### src/trace_cfg.svh
/* sizing macros for the pipeline trace unit
   include wherever an id width, stamp width, fifo depth or credit count is needed */

`ifndef TRACE_CFG_SVH
`define TRACE_CFG_SVH

// instruction id width
// 8 ids in use, at most 5 in flight across the stages
`define TRACE_ID_W 3

// cycle stamp width, wraps silently
`define TRACE_CYC_W 16

// retired records buffered ahead of the consumer
`define TRACE_FIFO_DEPTH 4

// records the consumer can take before it must return a credit
`define TRACE_CREDITS 2

`endif

### src/trace_pkg.sv
/* shared types of the pipeline trace unit
   stage words, stage tags, cycle stamps and the retired trace record */

`include "trace_cfg.svh"

package trace_pkg;

    // stage indices, fetch first
    localparam int STG_IF     = 0;
    localparam int STG_ID     = 1;
    localparam int STG_EX     = 2;
    localparam int STG_MEM    = 3;
    localparam int STG_WB     = 4;
    localparam int NUM_STAGES = 5;

    typedef logic [`TRACE_ID_W-1:0]  id_t;
    typedef logic [`TRACE_CYC_W-1:0] cyc_t;
    typedef logic [31:0]             word_t;

    // one data word per stage, 160 bits
    typedef struct packed {
        word_t pc;
        word_t instr;
        word_t alu;
        word_t mem_data;
        word_t wb_data;
    } stage_data_t;

    // valid bit plus instruction id
    typedef struct packed {
        logic valid;
        id_t  id;
    } stage_tag_t;

    typedef stage_tag_t [NUM_STAGES-1:0] stage_tags_t;

    // bit set = instruction in that stage leaves it this cycle
    typedef logic [NUM_STAGES-1:0] stage_adv_t;

    // cycle stamp taken when the instruction leaves each stage
    typedef struct packed {
        cyc_t fetch;
        cyc_t decode;
        cyc_t execute;
        cyc_t memory;
        cyc_t wb;
    } stage_stamps_t;

    // retired record, 243 bits
    typedef struct packed {
        id_t           id;
        stage_data_t   data;
        stage_stamps_t stamp;
    } trace_rec_t;

endpackage

### src/credit_fifo.sv
`timescale 1ns/100ps
`include "trace_cfg.svh"

/* small circular fifo with a registered output gated by consumer credits
   writes while full are dropped, the caller watches full to flag it */

module credit_fifo #(
    parameter type payload_t = trace_pkg::trace_rec_t,
    parameter int  DEPTH     = `TRACE_FIFO_DEPTH,
    parameter int  CREDITS   = `TRACE_CREDITS
) (
    input  logic     clk,
    input  logic     rst,
    input  logic     wr_valid,
    input  payload_t wr_data,
    output logic     full,
    input  logic     credit_return,
    output logic     rd_valid,
    output payload_t rd_data
);
    localparam int PTR_W = (DEPTH > 1) ? $clog2(DEPTH) : 1;
    localparam int CNT_W = $clog2(DEPTH + 1);
    localparam int CRD_W = $clog2(CREDITS + 1);

    payload_t         mem [DEPTH];
    logic [PTR_W-1:0] wr_ptr;
    logic [PTR_W-1:0] rd_ptr;
    logic [CNT_W-1:0] count;
    // credits the consumer still grants
    logic [CRD_W-1:0] credits;
    logic             empty;
    logic             send;
    logic             bypass;
    logic             push;
    logic             pop;

    // next slot, wraps for any depth
    function automatic logic [PTR_W-1:0] ptr_inc(input logic [PTR_W-1:0] p);
        return (p == PTR_W'(DEPTH - 1)) ? '0 : p + 1'b1;
    endfunction

    assign empty  = (count == '0);
    assign full   = (count == CNT_W'(DEPTH));
    // send needs a credit and something to send
    assign send   = (credits != '0) && (!empty || wr_valid);
    // empty buffer: incoming word goes straight to the output register
    assign bypass = send && empty;
    assign push   = wr_valid && !full && !bypass;
    assign pop    = send && !empty;

    //////////////////////////////////////////////////////////////////////
    // pointers, fill level and credits
    //////////////////////////////////////////////////////////////////////

    always_ff @(posedge clk) begin
        if (rst) begin
            wr_ptr   <= '0;
            rd_ptr   <= '0;
            count    <= '0;
            credits  <= CRD_W'(CREDITS);
            rd_valid <= 1'b0;
        end else begin
            if (push) begin
                wr_ptr <= ptr_inc(wr_ptr);
            end
            if (pop) begin
                rd_ptr <= ptr_inc(rd_ptr);
            end
            count    <= count + CNT_W'(push) - CNT_W'(pop);
            // one credit spent per send, one back per return
            credits  <= credits - CRD_W'(send) + CRD_W'(credit_return);
            rd_valid <= send;
        end
    end

    // storage and output payload
    always_ff @(posedge clk) begin
        if (push) begin
            mem[wr_ptr] <= wr_data;
        end
        if (send) begin
            rd_data <= empty ? wr_data : mem[rd_ptr];
        end
    end

endmodule

### src/pipe_trace_top.sv
`timescale 1ns/100ps
`include "trace_cfg.svh"

/* trace unit top, sits beside a five-stage pipeline as a passive observer
   streams one record per retired instruction, never stalls the pipeline */

module pipe_trace_top (
    input  logic                   clk,
    input  logic                   rst,
    input  logic                   stall,
    input  logic                   flush,
    input  trace_pkg::stage_data_t stage_data,
    input  logic                   credit_return,
    output logic                   rec_valid,
    output trace_pkg::trace_rec_t  rec,
    output logic                   overflow
);
    import trace_pkg::*;

    // free-running stamp source, 0 in the first cycle out of reset
    logic [`TRACE_CYC_W-1:0] cycle;
    stage_tags_t             tags;
    stage_adv_t              adv;
    logic                    wr_valid;
    trace_rec_t              wr_rec;
    logic                    fifo_full;

    always_ff @(posedge clk) begin
        if (rst) begin
            cycle    <= '0;
            overflow <= 1'b0;
        end else begin
            cycle <= cycle + 1'b1;
            // sticky, a record was lost
            if (wr_valid && fifo_full) begin
                overflow <= 1'b1;
            end
        end
    end

    //////////////////////////////////////////////////////////////////////
    // tag pipe -> record table -> credit fifo
    //////////////////////////////////////////////////////////////////////

    stage_tag_pipe u_tags (
        .clk   (clk),
        .rst   (rst),
        .stall (stall),
        .flush (flush),
        .tags  (tags),
        .adv   (adv)
    );

    trace_table u_table (
        .clk        (clk),
        .rst        (rst),
        .tags       (tags),
        .adv        (adv),
        .stage_data (stage_data),
        .cycle      (cycle),
        .wr_valid   (wr_valid),
        .wr_rec     (wr_rec)
    );

    credit_fifo #(
        .payload_t (trace_rec_t)
    ) u_fifo (
        .clk           (clk),
        .rst           (rst),
        .wr_valid      (wr_valid),
        .wr_data       (wr_rec),
        .full          (fifo_full),
        .credit_return (credit_return),
        .rd_valid      (rec_valid),
        .rd_data       (rec)
    );

endmodule

### src/stage_tag_pipe.sv
`timescale 1ns/100ps

/* id and valid tag tracker that walks beside the five cpu stages
   applies stall and flush so downstream logic only sees per-stage advance bits */

module stage_tag_pipe (
    input  logic                   clk,
    input  logic                   rst,
    input  logic                   stall,
    input  logic                   flush,
    output trace_pkg::stage_tags_t tags,
    output trace_pkg::stage_adv_t  adv
);
    import trace_pkg::*;

    // id handed to the next fetched instruction
    id_t  next_id;
    // fetch and decode may move on
    logic front_move;

    //////////////////////////////////////////////////////////////////////
    // advance bits
    //////////////////////////////////////////////////////////////////////

    // flush wins over stall, both freeze the front
    assign front_move = !stall && !flush;

    always_comb begin
        // front half leaves only when not held or killed
        adv[STG_IF] = tags[STG_IF].valid && front_move;
        adv[STG_ID] = tags[STG_ID].valid && front_move;
        // back half never stalls
        for (int s = STG_EX; s < NUM_STAGES; s++) begin
            adv[s] = tags[s].valid;
        end
    end

    //////////////////////////////////////////////////////////////////////
    // tag registers
    //////////////////////////////////////////////////////////////////////

    always_ff @(posedge clk) begin
        if (rst) begin
            next_id <= '0;
            // all slots empty out of reset
            tags    <= '0;
        end else begin
            // memory and write-back always take from the stage before
            for (int s = STG_MEM; s < NUM_STAGES; s++) begin
                tags[s] <= tags[s-1];
            end

            if (flush) begin
                // kill fetch and decode
                tags[STG_IF].valid <= 1'b0;
                tags[STG_ID].valid <= 1'b0;
                // decode was killed so execute gets nothing
                tags[STG_EX].valid <= 1'b0;
                // id counter holds, killed ids are simply skipped
            end else if (stall) begin
                // fetch and decode hold their tags
                // bubble into execute
                tags[STG_EX].valid <= 1'b0;
            end else begin
                // new fetch every unstalled cycle
                tags[STG_IF] <= '{valid: 1'b1, id: next_id};
                tags[STG_ID] <= tags[STG_IF];
                tags[STG_EX] <= tags[STG_ID];
                // ids wrap at 8
                next_id      <= next_id + 1'b1;
            end
        end
    end

endmodule

### src/trace_table.sv
`timescale 1ns/100ps
`include "trace_cfg.svh"

/* per-id record table filled stage by stage as instructions advance
   emits the finished trace record one cycle after write-back */

module trace_table (
    input  logic                    clk,
    input  logic                    rst,
    input  trace_pkg::stage_tags_t  tags,
    input  trace_pkg::stage_adv_t   adv,
    input  trace_pkg::stage_data_t  stage_data,
    input  logic [`TRACE_CYC_W-1:0] cycle,
    output logic                    wr_valid,
    output trace_pkg::trace_rec_t   wr_rec
);
    import trace_pkg::*;

    localparam int NUM_IDS = 1 << `TRACE_ID_W;

    // partial records, one per id
    trace_rec_t entry [NUM_IDS];
    // record retiring this cycle
    trace_rec_t done_rec;

    //////////////////////////////////////////////////////////////////////
    // stage capture
    //////////////////////////////////////////////////////////////////////

    // each stage writes only into its own instruction's entry
    always_ff @(posedge clk) begin
        if (adv[STG_IF]) begin
            entry[tags[STG_IF].id].data.pc      <= stage_data.pc;
            entry[tags[STG_IF].id].stamp.fetch  <= cycle;
        end
        if (adv[STG_ID]) begin
            entry[tags[STG_ID].id].data.instr   <= stage_data.instr;
            entry[tags[STG_ID].id].stamp.decode <= cycle;
        end
        if (adv[STG_EX]) begin
            entry[tags[STG_EX].id].data.alu       <= stage_data.alu;
            entry[tags[STG_EX].id].stamp.execute  <= cycle;
        end
        if (adv[STG_MEM]) begin
            entry[tags[STG_MEM].id].data.mem_data <= stage_data.mem_data;
            entry[tags[STG_MEM].id].stamp.memory  <= cycle;
        end
    end

    //////////////////////////////////////////////////////////////////////
    // retirement
    //////////////////////////////////////////////////////////////////////

    // stored front fields plus write-back fields of this very cycle
    always_comb begin
        done_rec              = entry[tags[STG_WB].id];
        done_rec.id           = tags[STG_WB].id;
        done_rec.data.wb_data = stage_data.wb_data;
        done_rec.stamp.wb     = cycle;
    end

    // one pulse per retired instruction
    always_ff @(posedge clk) begin
        if (rst) begin
            wr_valid <= 1'b0;
        end else begin
            wr_valid <= adv[STG_WB];
        end
    end

    always_ff @(posedge clk) begin
        if (adv[STG_WB]) begin
            wr_rec <= done_rec;
        end
    end

endmodule
### config.mk
export PLATFORM = sky130hd
export DESIGN_NAME = pipe_trace_top
export DESIGN_NICKNAME = d
export VERILOG_FILES = /design/src/trace_pkg.sv /design/src/credit_fifo.sv /design/src/pipe_trace_top.sv /design/src/stage_tag_pipe.sv /design/src/trace_table.sv
export VERILOG_INCLUDE_DIRS = /design/src
export SDC_FILE = /design/constraint.sdc
export NUM_CORES = 2
export LEC_CHECK = 0
export ABC_AREA = 1
export BUFFER_PORTS_ARGS = -buffer_cell sky130_fd_sc_hd__buf_4
export CAP_MARGIN = 20
export CORE_UTILIZATION = 60
export CTS_CLUSTER_DIAMETER = 80
export DETAILED_ROUTE_END_ITERATION = 12
export PLACE_DENSITY = 0.78
export RECOVER_POWER = 25
export SLEW_MARGIN = 20
export SYNTH_ARGS = -nofsm -noshare
export SYNTH_HDL_FRONTEND = slang
export SYNTH_SLANG_ARGS = --single-unit
export TNS_END_PERCENT = 20
### constraint.sdc
create_clock -name clk -period 16.9 [get_ports clk]
set_input_delay 0.845 -clock clk [delete_from_list [all_inputs] [get_ports clk]]
set_output_delay 0.845 -clock clk [all_outputs]
set_load 0.02 [all_outputs]
## After elaboration in Yosys (flattened, before gate mapping)

Memories as Yosys holds them, arrays and structs flattened. A register that Yosys moved wholly into a read port is not among the register bits.
Cells that the tools add are included.
Widths: inputs -> output; s select.

- Memory bits (writable): 2,508
- Output and inout bits: 245
- Memory bits (read-only): 0
- Logic and storage cells: 83
- Bits in registers: 345
- Bits in latches: 0
- Memories kept: 2

- Mux-type cells: 15
- Magnitude comparators: 0
- Equal/unequal tests: 3
- Shift-type cells: 0
- Add/sub/neg operators: 8
- Div/mod/pow operators: 0
- Bitwise operators: 2
- Multiply operators: 0
- Reduce and logical (&&, ||, !) cells: 20

Memories:

| name | depth | width | read ports | clocked after memory_dff | write ports | line | text |
|---|---|---|---|---|---|---|---|
| u_table.entry | 8 | 192 | 1 | 1 | 4 | trace_table.sv:22 | `trace_rec_t entry [NUM_IDS];` |
| u_fifo.mem | 4 | 243 | 1 | 1 | 1 | credit_fifo.sv:25 | `payload_t mem [DEPTH];` |

Operators with widths:

| operator | count |
|---|---|
| $mux 243 | 1 |
| $add 16x1->16 const B | 1 |
| $mux 1 | 10 |
| $logic_and 1x1->1 | 9 |
| $mux 2 | 4 |
| $logic_not 1->1 | 5 |
| $add 2x1->2 const B | 2 |
| $eq 2x2->1 const B | 2 |
| $add 3x1->3 | 1 |
| $add 3x1->3 const B | 1 |
| $eq 3x3->1 const B | 1 |
| $logic_not 3->1 | 1 |
| $reduce_or 3->1 | 1 |
| $sub 3x1->3 | 1 |
| $add 2x1->2 | 1 |
| $not 1->1 | 2 |
| $reduce_and 2->1 | 1 |
| $reduce_bool 2->1 | 1 |
| $reduce_or 2->1 | 1 |
| $sub 2x1->2 | 1 |
| $logic_or 1x1->1 | 1 |

## Depth between registers and ports, before layout

- Depth in word-level cells: 9
- Depth in mapped cells: 13
- Gate-level depth less buffers: 12

## By module

A second synthesis with hierarchy kept.

- Cell total of the unflattened synthesis: 11,113
- Area, all modules: 123,853.8 µm²

Modules (own cells, without submodules):

| module | times used | seq. area each (µm²) | cells each | area each (µm²) |
|---|---|---|---|---|
| trace_table | 1 | 53,441.3 | 6,951 | 74,196.2 |
| credit_fifo | 1 | 36,725.2 | 3,948 | 48,051.1 |
| stage_tag_pipe | 1 | 460.4 | 99 | 804.5 |
| pipe_trace_top | 1 | 340.3 | 115 | 802.0 |

## Worst setup path before layout

No wires, ideal clock.

- Path type: register -> register
- Start point: register u_fifo.count[1]
- End point: memory u_fifo.mem[0][0] (netlist bit) (enable)
- Arrival time: 11,160 ps
- Stages on the path, launching flop included: 8
- Slack: 4,889 ps
- Clock period less this slack: 12,011 ps
- Required time: 16,049 ps
- Cell sequence: dfxtp_1 nor2_1 nand2_1 inv_1 buf_4 a21oi_1 inv_1 nor2_1

- Cells in the longest elaborated chain, start to end: 9
- Elaborated cells on any way between the ends: 12

Ends and longest elaborated chain:

| item | line | text |
|---|---|---|
| start, declared | credit_fifo.sv:28 | `logic [CNT_W-1:0] count;` |
| start signal, assigned | credit_fifo.sv:69 | `count <= count + CNT_W'(push) - CNT_W'(pop);` |
| $logic_not 3->1 | credit_fifo.sv:42 | `assign empty = (count == '0);` |
| $logic_not 1->1 | credit_fifo.sv:45 | `assign send = (credits != '0) && (!empty \|\| wr_valid);` |
| $logic_or 1x1->1 | credit_fifo.sv:45 |  |
| $logic_and 1x1->1 | credit_fifo.sv:45 |  |
| $logic_and 1x1->1 | credit_fifo.sv:47 | `assign bypass = send && empty;` |
| $logic_not 1->1 | credit_fifo.sv:48 | `assign push = wr_valid && !full && !bypass;` |
| $logic_and 1x1->1 * | credit_fifo.sv:48 |  |
| net u_fifo.push | credit_fifo.sv:34 | `logic push;` |
| $mux 1 * | credit_fifo.sv:78 | `if (push) begin` |
| $mux 1 (implied by the code) * | credit_fifo.sv:79 | `mem[wr_ptr] <= wr_data;` |
| end, declared | credit_fifo.sv:25 |  |

Mark *: on every way through the listed nets, which the timed path passes. The rest lies on a longest branch.

## Final worst setup path

- Start point: register u_fifo.count[1]
- End point: memory u_fifo.mem[0][115] (netlist bit) (enable)

The elaborated chain is that of the path after synthesis.

==> results_dict.tcl <==
set metrics [dict create \
    synth_enable_flop_cells 2994 \
    ys_top_cells_by_count "edfxtp_1, nor2_1, nand2_1, o21ai_0, o21ai_1" \
    leakagePower_nw 44.60 \
    clk_pin_slew_ns 0.06 \
    required_ns 17.42 \
    p_per_area_nw_per_um2 145.0 \
    grt_max_degree 288 \
    clk_path_buf_depth 4 \
    cpMostUsedCell "buf_4" \
    yosysWarnings 0 \
    nNetsFinal 9166 \
    die_area_um2 193900 \
    maxCapViolations 0 \
    grt-ovfl-total 0 \
    cts_sinks 3047 \
    gp_congestion 0.7838 \
    postCtsResizedCells 0 \
    stdcell_area_um2 129600 \
    hold_viol 0 \
    synth_area_leaders "edfxtp_1, nor2_1, nand2_1, o21ai_0, o21ai_1" \
    grt_setup_unrepaired "no" \
    yosys_register_bits 3047 \
    netlist.area_leader.share_pct 77.97 \
    vdd_ir_drop_max_v 0.0001331 \
    syn_area_um2 115300 \
    antenna_found_initial 43 \
    worstPathMaxFanout 99 \
    crit_arrival_ns 5.80 \
    ant_nets 0 \
    finalClockSkew_ns 0.06201 \
    cts_tree "yes" \
    async_reset_ff_share_pct 0 \
    finalSetupViolCount 0 \
    post_dp_cell_area_um2 120500 \
    firstDrtPassIters 6 \
    holdBufCountCts 0 \
    clk_latency_ns 0.95 \
    portBuffers 409 \
    avgSynthCellArea_um2 13.29 \
    synthMostInstantiatedCell "edfxtp_1" \
    crit_chain "nor2_1, nand2_4, inv_8, a21oi_1, inv_1, nor2_4, buf_4, buf_4, buf_4" \
    min_period_ns 5.281 \
    hold_path.class "in -> reg" \
    rrSetupSlack_ns 11.62 \
    die_h_um 440.4 \
    grt_pass1_wl_um 403700 \
    postSynthNetCount 8851 \
    ios 410 \
    critPathCaptureType "register" \
    drtIter0Drc 8964 \
    post-cts-setup-buffers 0 \
    grt_usage_pct 27.48 \
    p_total_mw 18.80 \
    drive_above_1_share_pct 9.301 \
    start_util_pct 60.50 \
    syn_inst 8675 \
    placementRows 160 \
    numCtsBuffers 310 \
    grt_pass1_vias 69130 \
    worst_pin_slew_ns 1.245 \
    core-area_um2 190600 \
    crit_slowest_cell "buf_4" \
    drc_errors 0 \
    place_ws_ns 11.55 \
    max_freq_mhz 189.3 \
    relSlewSlack_pct 17.00 \
    die_x_um 440.4 \
    worst-path-buf-inv 5 \
    syn_to_final_growth_pct 12.44 \
    cts_root_buf "clkbuf_16" \
    timing.setup.tns_ns 0 \
    critPathMaxStageDelay_ns 0.82 \
    worst_setup_path_start_kind "register" \
    vias_per_cell 6.023 \
    yosys.area.top_type "edfxtp_1" \
    drt_wl_total_um 270500 \
    synth_cell_types 28 \
    final.period_utilization_pct 31.25 \
    ys.flop_type "edfxtp_1" \
    fin_util_pct 68.03 \
    status "finished, final reports clean" \
    vias 70640 \
    dp_hpwl_um 138400 \
    crit_family "buffers and inverters" \
    drv_slew 0 \
    wl_per_cell_um 23.07 \
    setup_ws_ns 11.62 \
    nFillCells 12250 \
    criticalPathCategory "reg -> reg" \
    yosysSeqAreaShare_pct 78.89 \
    htree_num_levels 5 \
]
worst register-to-register path: cells and delay by family, from the launching register on:
family / cells / cell delay [ns]
buf+inv: 5 / 2.94
simple gates: 3 / 1.03
compound gates: 1 / 0.47
flops: 1 / 0.41
layer usage:
metal | up-vias | share of wire (%) | routed length [um] | global-route usage [%]
li1 | 31650 | - | - | -
met1 | 34550 | 38 | 101600 | 36.46
met2 | 3770 | 49 | 131300 | 44.72
met3 | 623 | 10 | 27170 | 5.630
met4 | 54 | 3.7 | 9967 | 11.14
met5 | - | 0.17 | 465 | 0.4467
sequential cells by signal, summed over array words and instances, names as in the netlist, 16 cells and up, named ones only:
register	cells
u_table.entry	1536
u_fifo.mem	972
u_fifo.rd_data	243
u_table.wr_rec	243
u_tags.tags	17
cycle	16
final cells by class:
cell class                 instances  area [um2]  share of cell area (%)
inverter                          56       261.5                  0.2017
tap                             2511        3142                   2.423
antenna                           14       35.03                 0.02702
multi-input combinational       5055       22140                   17.07
timing repair buffer             520        3565                   2.749
clock buffer                     384        8215                   6.337
sequential                      3047       90990                   70.19
clock inverter                   141        1300                   1.003
worst paths after layout:
path,start,endpoint,cells after the start
setup / recovery,u_fifo.count[1],u_fifo.mem[0][115],9
hold / removal,stage_data[3],u_table.wr_rec[83],1
setup reg to reg,u_fifo.count[1],u_fifo.mem[0][115],9
hold reg to reg,u_tags.adv[2],u_tags.adv[3],2
layout by cell type, fill, tap and decap left out, drive strengths merged, types with 11 or more instances in the layout:
master    netlist  final
o22ai         243    243
o21ai        1654   1654
nand3          15     15
nand2        1366   1366
buf           190    360
edfxtp       2994   2994
bufinv          0     23
clkbuf        327    544
inv            53     57
dfxtp          53     53
diode           0     14
a21oi          24     24
clkinv          3    106
nor2         1726   1726
clkinvlp        0     11
logic make-up after synthesis:
group                      share of synthesized area (%)
and+or+nand+nor                                    10.18
AOI/OAI and AO/OA                                  8.621
xor gates and xnor gates                         0.03038
DFF                                                78.89
buffers and inverters                              2.150
adders and majority gates                         0.1259
per-stage QoR:
step / hold WS (ns) / std cells
finish: 0.1214 / 11730
global route: 0.08174 / 11720
CTS: 0.04245 / 11710
detailed placement: 0.4313 / 11190
global placement: 0.4246 / 11190
floorplan: 0.4163 / 8675
power breakdown:
group	internal [mW]	switching, mW	total, mW
registers	8.84	0.302	9.15
logic	0.901	2.26	3.16
clock network	3.78	2.70	6.49
Note: power is estimated with default switching activity, not from simulation.
